$ cat config.mk
export PLATFORM = sky130hd
export DESIGN_NAME = idma_legalizer_top
export DESIGN_NICKNAME = d
export VERILOG_FILES = /design/src/source/legalizer_pkg.sv /design/src/source/idma_legalizer_top.sv /design/src/source/burst_formatter.sv /design/src/source/page_splitter.sv /design/src/source/burst_fifo.sv
export SDC_FILE = /design/constraint.sdc
export NUM_CORES = 1
export LEC_CHECK = 0
export ABC_AREA = 0
export BUFFER_PORTS_ARGS = -buffer_cell sky130_fd_sc_hd__buf_2
export CORE_AREA = 3 3 180 182
export DETAILED_ROUTE_END_ITERATION = 6
export DIE_AREA = 0 0 183 185
export GPL_ROUTABILITY_DRIVEN = 0
export HOLD_SLACK_MARGIN = 0.06
export PLACE_DENSITY = 0.73
export SKIP_CTS_REPAIR_TIMING = 1
export SLEW_MARGIN = 20
export SYNTH_ARGS = -nofsm -noshare
export SYNTH_HDL_FRONTEND = slang
export SYNTH_SLANG_ARGS = --single-unit
$ cat constraint.sdc
create_clock -name clk_i -period 10.8 [get_ports clk_i]
set_input_delay 0.54 -clock clk_i [delete_from_list [all_inputs] [get_ports clk_i]]
set_output_delay 0.54 -clock clk_i [all_outputs]
set_load 0.01 [all_outputs]
$ cat src/source/legalizer_pkg.sv
/*
 * burst legalizer package
 * bus widths, page geometry and the request and burst types shared
 * by the splitter, the burst FIFO and the output formatter
 */

`default_nettype none

package legalizer_pkg;

    // --------------------
    // bus and page geometry
    // --------------------
    // byte address width of both read and write side
    localparam int unsigned addr_width = 24;
    // data bus width in bits
    localparam int unsigned data_width = 16;
    // bytes per beat
    localparam int unsigned strb_width = data_width / 8;
    // bits selecting a byte inside one beat
    localparam int unsigned offset_width = $clog2(strb_width);
    // longest AXI burst in beats
    localparam int unsigned max_beats = 256;
    // a page never exceeds 4 KiB, nor one maximal burst
    localparam int unsigned page_size = (max_beats * strb_width > 4096) ?
                                        4096 : max_beats * strb_width;
    // in-page address bits
    localparam int unsigned page_addr_width = $clog2(page_size);
    // transfer length width in bytes
    localparam int unsigned len_width = 16;
    // bursts buffered between splitter and formatter
    localparam int unsigned fifo_depth = 4;

    // --------------------
    // types
    // --------------------
    typedef logic [addr_width-1:0]        addr_t;
    typedef logic [len_width-1:0]         length_t;
    // one extra bit so a whole page can be counted
    typedef logic [page_addr_width:0]     page_len_t;
    typedef logic [offset_width-1:0]      offset_t;
    // AXI len field, beats minus one
    typedef logic [$clog2(max_beats)-1:0] beat_len_t;

    // one page-legal burst as cut by the splitter
    typedef struct packed {
        addr_t     src_addr;
        addr_t     dst_addr;
        page_len_t num_bytes;
        logic      last;
    } burst_t;

endpackage

`default_nettype wire
$ cat src/source/idma_legalizer_top.sv
/*
 * burst legalizer top level
 * splitter, burst FIFO and formatter in a row, plain ports outside
 */

`timescale 1ns/100ps
`default_nettype none

module idma_legalizer_top (
    input  wire                       clk_i,
    input  wire                       reset_i,

    // 1D transfer request
    input  legalizer_pkg::length_t    req_length_i,
    input  legalizer_pkg::addr_t      req_src_addr_i,
    input  legalizer_pkg::addr_t      req_dst_addr_i,
    input  logic                      req_valid_i,
    output logic                      req_ready_o,

    // legalized bursts
    output logic                      burst_valid_o,
    input  logic                      burst_ready_i,
    output legalizer_pkg::addr_t      ar_addr_o,
    output legalizer_pkg::beat_len_t  ar_len_o,
    output legalizer_pkg::offset_t    r_offset_o,
    output legalizer_pkg::offset_t    r_tailer_o,
    output legalizer_pkg::offset_t    r_shift_o,
    output legalizer_pkg::addr_t      aw_addr_o,
    output legalizer_pkg::beat_len_t  aw_len_o,
    output legalizer_pkg::offset_t    w_offset_o,
    output legalizer_pkg::offset_t    w_tailer_o,
    output logic                      w_last_o
);

    // --------------------
    // splitter to FIFO
    // --------------------
    logic                  push_valid;
    logic                  push_ready;
    legalizer_pkg::burst_t push_burst;

    // FIFO to formatter
    logic                  pop_valid;
    logic                  pop_ready;
    legalizer_pkg::burst_t pop_burst;

    page_splitter splitter0 (
        .clk_i          (clk_i),
        .reset_i        (reset_i),
        .req_length_i   (req_length_i),
        .req_src_addr_i (req_src_addr_i),
        .req_dst_addr_i (req_dst_addr_i),
        .req_valid_i    (req_valid_i),
        .req_ready_o    (req_ready_o),
        .push_valid_o   (push_valid),
        .push_ready_i   (push_ready),
        .push_burst_o   (push_burst)
    );

    // decouples splitting from downstream stalls
    burst_fifo #(
        .payload_t (legalizer_pkg::burst_t),
        .depth     (legalizer_pkg::fifo_depth)
    ) fifo0 (
        .clk_i        (clk_i),
        .reset_i      (reset_i),
        .push_valid_i (push_valid),
        .push_ready_o (push_ready),
        .push_data_i  (push_burst),
        .pop_valid_o  (pop_valid),
        .pop_ready_i  (pop_ready),
        .pop_data_o   (pop_burst)
    );

    burst_formatter formatter0 (
        .clk_i         (clk_i),
        .reset_i       (reset_i),
        .pop_valid_i   (pop_valid),
        .pop_ready_o   (pop_ready),
        .pop_burst_i   (pop_burst),
        .burst_valid_o (burst_valid_o),
        .burst_ready_i (burst_ready_i),
        .ar_addr_o     (ar_addr_o),
        .ar_len_o      (ar_len_o),
        .r_offset_o    (r_offset_o),
        .r_tailer_o    (r_tailer_o),
        .r_shift_o     (r_shift_o),
        .aw_addr_o     (aw_addr_o),
        .aw_len_o      (aw_len_o),
        .w_offset_o    (w_offset_o),
        .w_tailer_o    (w_tailer_o),
        .w_last_o      (w_last_o)
    );

endmodule

`default_nettype wire

$ cat src/source/burst_formatter.sv
/*
 * burst formatter
 * derives AXI meta values and data-path set-up of one burst and
 * holds them in a single output register stage
 */

`timescale 1ns/100ps
`default_nettype none

module burst_formatter (
    input  wire                       clk_i,
    input  wire                       reset_i,

    // buffered burst
    input  logic                      pop_valid_i,
    output logic                      pop_ready_o,
    input  legalizer_pkg::burst_t     pop_burst_i,

    // legalized burst
    output logic                      burst_valid_o,
    input  logic                      burst_ready_i,
    output legalizer_pkg::addr_t      ar_addr_o,
    output legalizer_pkg::beat_len_t  ar_len_o,
    output legalizer_pkg::offset_t    r_offset_o,
    output legalizer_pkg::offset_t    r_tailer_o,
    output legalizer_pkg::offset_t    r_shift_o,
    output legalizer_pkg::addr_t      aw_addr_o,
    output legalizer_pkg::beat_len_t  aw_len_o,
    output legalizer_pkg::offset_t    w_offset_o,
    output legalizer_pkg::offset_t    w_tailer_o,
    output logic                      w_last_o
);

    // in-beat offsets of both sides
    legalizer_pkg::offset_t   src_off;
    legalizer_pkg::offset_t   dst_off;
    // byte count plus offset, i.e. end of burst relative to the first beat
    legalizer_pkg::page_len_t r_end;
    legalizer_pkg::page_len_t w_end;
    legalizer_pkg::page_len_t r_last_byte;
    legalizer_pkg::page_len_t w_last_byte;
    logic                     load;

    // --------------------
    // meta calculation
    // --------------------
    assign src_off = pop_burst_i.src_addr[legalizer_pkg::offset_width-1:0];
    assign dst_off = pop_burst_i.dst_addr[legalizer_pkg::offset_width-1:0];

    assign r_end = pop_burst_i.num_bytes + legalizer_pkg::page_len_t'(src_off);
    assign w_end = pop_burst_i.num_bytes + legalizer_pkg::page_len_t'(dst_off);

    // index of the final byte, counted from the aligned start
    assign r_last_byte = r_end - legalizer_pkg::page_len_t'(1);
    assign w_last_byte = w_end - legalizer_pkg::page_len_t'(1);

    // --------------------
    // output register
    // --------------------
    // load when empty or drained this cycle
    assign pop_ready_o = !burst_valid_o | burst_ready_i;
    assign load        = pop_valid_i & pop_ready_o;

    always_ff @(posedge clk_i) begin
        if (reset_i) begin
            burst_valid_o <= 1'b0;
        end else if (load) begin
            burst_valid_o <= 1'b1;
        end else if (burst_ready_i) begin
            burst_valid_o <= 1'b0;
        end
    end

    // payload only moves on load, so it holds under back-pressure
    always_ff @(posedge clk_i) begin
        if (load) begin
            // read side, bus-aligned address and beats minus one
            ar_addr_o  <= {pop_burst_i.src_addr[legalizer_pkg::addr_width-1:
                                                legalizer_pkg::offset_width],
                           {legalizer_pkg::offset_width{1'b0}}};
            ar_len_o   <= legalizer_pkg::beat_len_t'(r_last_byte >>
                                                     legalizer_pkg::offset_width);
            r_offset_o <= src_off;
            // low bits of the end give the tail position
            r_tailer_o <= legalizer_pkg::offset_t'(r_end);
            // realignment between the two sides
            r_shift_o  <= src_off - dst_off;
            // write side, same rules on the destination
            aw_addr_o  <= {pop_burst_i.dst_addr[legalizer_pkg::addr_width-1:
                                                legalizer_pkg::offset_width],
                           {legalizer_pkg::offset_width{1'b0}}};
            aw_len_o   <= legalizer_pkg::beat_len_t'(w_last_byte >>
                                                     legalizer_pkg::offset_width);
            w_offset_o <= dst_off;
            w_tailer_o <= legalizer_pkg::offset_t'(w_end);
            w_last_o   <= pop_burst_i.last;
        end
    end

endmodule

`default_nettype wire

$ cat src/source/page_splitter.sv
/*
 * page splitter
 * holds one 1D transfer and cuts it into bursts that end at the
 * nearer of the read and write page boundaries
 */

`timescale 1ns/100ps
`default_nettype none

module page_splitter (
    input  wire                     clk_i,
    input  wire                     reset_i,

    // 1D transfer request
    input  legalizer_pkg::length_t  req_length_i,
    input  legalizer_pkg::addr_t    req_src_addr_i,
    input  legalizer_pkg::addr_t    req_dst_addr_i,
    input  logic                    req_valid_i,
    output logic                    req_ready_o,

    // bursts towards the FIFO
    output logic                    push_valid_o,
    input  logic                    push_ready_i,
    output legalizer_pkg::burst_t   push_burst_o
);

    // transfer in progress
    logic                     busy_q;
    legalizer_pkg::addr_t     src_q;
    legalizer_pkg::addr_t     dst_q;
    legalizer_pkg::length_t   len_q;

    // page boundary distances
    legalizer_pkg::page_len_t src_to_pb;
    legalizer_pkg::page_len_t dst_to_pb;
    legalizer_pkg::page_len_t near_pb;
    legalizer_pkg::page_len_t num_bytes;
    logic                     last;

    // handshakes
    logic                     take;
    logic                     push;

    // --------------------
    // page boundary check
    // --------------------
    // bytes left until the source page ends
    assign src_to_pb = legalizer_pkg::page_len_t'(legalizer_pkg::page_size)
                     - {1'b0, src_q[legalizer_pkg::page_addr_width-1:0]};

    // bytes left until the destination page ends
    assign dst_to_pb = legalizer_pkg::page_len_t'(legalizer_pkg::page_size)
                     - {1'b0, dst_q[legalizer_pkg::page_addr_width-1:0]};

    // coupled mode: the closer boundary wins on both sides
    assign near_pb = (src_to_pb > dst_to_pb) ? dst_to_pb : src_to_pb;

    // cap by what is still left of the transfer
    assign num_bytes = (len_q > legalizer_pkg::length_t'(near_pb)) ?
                       near_pb : legalizer_pkg::page_len_t'(len_q);

    // this burst drains the transfer
    assign last = (legalizer_pkg::length_t'(num_bytes) == len_q);

    // --------------------
    // flow control
    // --------------------
    // new transfer only once the old one is fully pushed
    assign req_ready_o  = !busy_q;
    assign take         = req_valid_i & req_ready_o;

    // one burst per cycle while a transfer is held
    assign push_valid_o = busy_q;
    assign push         = push_valid_o & push_ready_i;

    assign push_burst_o = '{
        src_addr:  src_q,
        dst_addr:  dst_q,
        num_bytes: num_bytes,
        last:      last
    };

    // --------------------
    // state
    // --------------------
    // busy bit, cleared on the edge that pushes the last burst
    always_ff @(posedge clk_i) begin
        if (reset_i) begin
            busy_q <= 1'b0;
        end else if (take) begin
            busy_q <= 1'b1;
        end else if (push && last) begin
            busy_q <= 1'b0;
        end
    end

    // addresses and remaining length
    always_ff @(posedge clk_i) begin
        if (take) begin
            src_q <= req_src_addr_i;
            dst_q <= req_dst_addr_i;
            len_q <= req_length_i;
        end else if (push) begin
            // advance both sides by the burst just sent
            src_q <= src_q + legalizer_pkg::addr_t'(num_bytes);
            dst_q <= dst_q + legalizer_pkg::addr_t'(num_bytes);
            len_q <= len_q - legalizer_pkg::length_t'(num_bytes);
        end
    end

endmodule

`default_nettype wire

$ cat src/source/burst_fifo.sv
/*
 * burst FIFO
 * small synchronous circular buffer, payload type set by parameter
 */

`timescale 1ns/100ps
`default_nettype none

module burst_fifo #(
    parameter type         payload_t = logic,
    parameter int unsigned depth     = 4
) (
    input  wire      clk_i,
    input  wire      reset_i,

    // write side
    input  logic     push_valid_i,
    output logic     push_ready_o,
    input  payload_t push_data_i,

    // read side
    output logic     pop_valid_o,
    input  logic     pop_ready_i,
    output payload_t pop_data_o
);

    // pointer needs at least one bit even for a single entry
    typedef logic [(depth > 1 ? $clog2(depth) : 1)-1:0] ptr_t;
    typedef logic [$clog2(depth+1)-1:0]                 cnt_t;

    payload_t mem_q [depth];
    ptr_t     wr_ptr_q;
    ptr_t     rd_ptr_q;
    cnt_t     count_q;
    logic     push;
    logic     pop;

    // full blocks the writer, empty hides the head
    assign push_ready_o = (count_q != cnt_t'(depth));
    assign pop_valid_o  = (count_q != '0);
    assign pop_data_o   = mem_q[rd_ptr_q];

    assign push = push_valid_i & push_ready_o;
    assign pop  = pop_valid_o & pop_ready_i;

    // --------------------
    // pointers and count
    // --------------------
    always_ff @(posedge clk_i) begin
        if (reset_i) begin
            wr_ptr_q <= '0;
            rd_ptr_q <= '0;
            count_q  <= '0;
        end else begin
            if (push) begin
                // wrap at the last entry
                wr_ptr_q <= (wr_ptr_q == ptr_t'(depth - 1)) ? '0 : wr_ptr_q + 1'b1;
            end
            if (pop) begin
                rd_ptr_q <= (rd_ptr_q == ptr_t'(depth - 1)) ? '0 : rd_ptr_q + 1'b1;
            end
            // simultaneous push and pop keeps the count
            if (push && !pop) begin
                count_q <= count_q + 1'b1;
            end else if (pop && !push) begin
                count_q <= count_q - 1'b1;
            end
        end
    end

    // storage
    always_ff @(posedge clk_i) begin
        if (push) begin
            mem_q[wr_ptr_q] <= push_data_i;
        end
    end

endmodule

`default_nettype wire

==> results.sh <==
export IMPL_setup_slack_ps=2275
export IMPL_arrival_ps=8770
export IMPL_power_mw=7.013
export IMPL_path_depth=36
export IMPL_drive_gt1_frac=0.2175
export IMPL_synthToLayoutAreaGrowth_pct=14.66
export IMPL_cp_startpoint="splitter0.dst_q[0]$_DFFE_PP_"
export IMPL_die_x_um=183
export IMPL_grt_max_degree=71
export IMPL_synth_enable_flop_cells=364
export IMPL_syn_cell_area_sq_um=16850
export IMPL_grt_pass1_wl_um=53240
export IMPL_p_per_area_nw_per_um2=363.0
export IMPL_critPathKind="reg2reg"
export IMPL_core_sq_um=30750
export IMPL_final_cell_mix="edfxtp_1 (364), buf_2 (137), nand2_1 (92)"
export IMPL_cp_required_ps=11040
export IMPL_drtPass1Iterations=5
export IMPL_fin_setup_tns_ps=0
export IMPL_multi_input_area_sq_um=5403
export IMPL_finalHoldViolations=0
export IMPL_peakVddDrop_v=0.0001825
export IMPL_drc=0
export IMPL_r2r_start="splitter0.dst_q[0]$_DFFE_PP_"
export IMPL_first_iter_violations=842
export IMPL_num_antenna_cells=0
export IMPL_synth_area_top_cells="edfxtp_1 (65%), mux4_2 (7.8%), ha_1 (4.5%)"
export IMPL_min_path_cells=3
export IMPL_grt_setup_unrepaired="false"
export IMPL_antenna_found_initial=0
export IMPL_critPathMaxStageDelay_ps=630
export IMPL_final_max_slew_viol_count=0
export IMPL_skew_ps=12.92
export IMPL_crit_fanout=19
export IMPL_cp_end_kind="flip-flop"
export IMPL_clk_pin_slew_ps=60
export IMPL_cp_start_kind="flip-flop"
export IMPL_row_count=64
export IMPL_start_util=0.5479
export IMPL_ant_nets=0
export IMPL_avgViaCountPerCell=5.704
export IMPL_syn_inst=1117
export IMPL_dpl_worst_slack_ps=2185
export IMPL_cpLargestDelayFamily="compound AO/OA/AOI/OAI gates"
export IMPL_hpwlAfterDp_um=21260
export IMPL_min_from="req_length_i[10]"
export IMPL_seq_area_sq_um=11160
export IMPL_clock_path_buffers=3
export IMPL_synth_top_area_cell="edfxtp_1"
export IMPL_leakage_nw=6.912
export IMPL_fin_crit_sh=0.7894
export IMPL_cts_sinks=375
export IMPL_grt_overflow=0
export IMPL_r2r_cells=36
export IMPL_cp_slowest_cell="o22ai_4"
export IMPL_grt_pass1_vias=9595
export IMPL_die_h_um=185
export IMPL_cts_buffers=39
export IMPL_synth_seq_cells=375
export IMPL_ctsRootBufferMaster="clkbuf_16"
export IMPL_hold_ws_ps=293.3
export IMPL_fp_dieArea_sq_um=33860
export IMPL_portBuffers=137
export IMPL_routedWlPerCell_um=19.91
export IMPL_synth_area_per_cell_sq_um=15.08
export IMPL_maxCapViolCount=0
export IMPL_synth_top_area_frac=0.6488
export IMPL_synth_ff_type="edfxtp_1"
export IMPL_fmax_mhz=117.3
export IMPL_setup_violations=0
export IMPL_layout_commonest_cell="edfxtp_1"
export IMPL_worst_pin_slew_ps=1025
export IMPL_track_usage=0.2030
export IMPL_nFillCells=2339
export IMPL_vias=9680
export IMPL_drt_wl_total_um=33780
export IMPL_status="completed"
export IMPL_fin_nets=1404
export IMPL_cp_num_buf_inv=3
export IMPL_insertion_delay_ps=530
export IMPL_ys_async_sr_fraction=0
export IMPL_ys_warn_count=0
export IMPL_ys_types=50
export IMPL_htreeDepth=2
export IMPL_hold_class="in2reg"
export IMPL_cts_tree="built"
export IMPL_relSlewSlack=0.3165
export IMPL_synth_seq_area_share=0.6619
export IMPL_period_minus_slack_ps=8525
export IMPL_io_pins=140
per-stage QoR:
stage | util | instance area, sq um | std cells
final | 0.6282 | 19320 | 1697
after global routing | 0.6282 | 19320 | 1697
after CTS | 0.6279 | 19310 | 1697
after detailed placement | 0.5850 | 17990 | 1626
after global placement | 0.5850 | 17990 | 1626
after floorplan | - | 16850 | 1118
synthesized netlist by cell type, types with 8 or more instances:
cell type	n
xor2_1	45
a21oi_1	52
and2_1	9
o21bai_1	8
and3_1	19
nor3_1	10
nor2_1	67
xnor2_1	47
nand3_1	25
a21o_1	14
inv_1	51
ha_1	61
nand2_1	93
mux4_2	58
clkbuf_1	24
dfxtp_1	11
o21ai_0	56
mux2i_1	14
edfxtp_1	364
kinds of logic after synthesis:
kind of cell	synth area share
adder cells (fa/ha/maj)	0.05125
other	0.0002226
multiplexers	0.09277
XOR/XNOR	0.04880
AND/OR/NAND/NOR	0.07249
flip-flops	0.6619
AO/OA/AOI/OAI	0.05273
buffers and inverters	0.01983
power breakdown:
group | switching (mW) | internal [mW] | total (mW) | leakage [nW]
sequential | 0.272 | 2.28 | 2.55 | 3.49
clock | 0.541 | 0.835 | 1.38 | 0.641
combinational | 1.76 | 1.32 | 3.08 | 2.78
total | 2.57 | 4.44 | 7.01 | 6.91
cell type report:
class | count | area share
Timing Repair Buffer | 146 | 0.03899
Sequential cell | 375 | 0.5775
Clock buffer | 45 | 0.05169
Multi-Input combinational cell | 658 | 0.2797
Inverter | 51 | 0.009911
Clock inverter | 26 | 0.01652
Tap cell | 396 | 0.02565
worst register-to-register path: cells and delay by family (launching register included):
family	cells	cell delay, ps
compound gates	14	3150
xor+xnor	2	310
fa+ha+maj	6	1710
buf+inv	3	300
flops	1	510
mux	1	500
simple gates	10	1740
worst paths after layout:
path                                         to  slack, ps
hold reg to reg   fifo0.count_q[2]$_SDFFE_PP0P_        520
setup reg to reg  splitter0.src_q[12]$_DFFE_PP_       2270
hold / removal    splitter0.len_q[10]$_DFFE_PP_        290
setup / recovery  splitter0.src_q[12]$_DFFE_PP_       2270
state kept, by name, indices dropped and copies added, names as in the netlist, named ones only:
name,cells
fifo0.mem_q,232
splitter0.dst_q,24
splitter0.src_q,24
formatter0.ar_addr_o,23
formatter0.aw_addr_o,23
splitter0.len_q,16
formatter0.ar_len_o,8
formatter0.aw_len_o,8
fifo0.count_q,3
fifo0.rd_ptr_q,2
fifo0.wr_ptr_q,2
formatter0.burst_valid_o,1
formatter0.r_offset_o,1
formatter0.r_shift_o,1
formatter0.r_tailer_o,1
formatter0.w_last_o,1
formatter0.w_offset_o,1
formatter0.w_tailer_o,1
splitter0.push_valid_o,1
metal layers:
layer,share of wire,vias to the layer above,GRT usage
li1,-,4518,-
met1,0.45,4787,0.2925
met2,0.48,324,0.3314
met3,0.056,51,0.03044
met4,0.021,0,0.05088
met5,0,-,0
(Power assumes the default switching activity.)
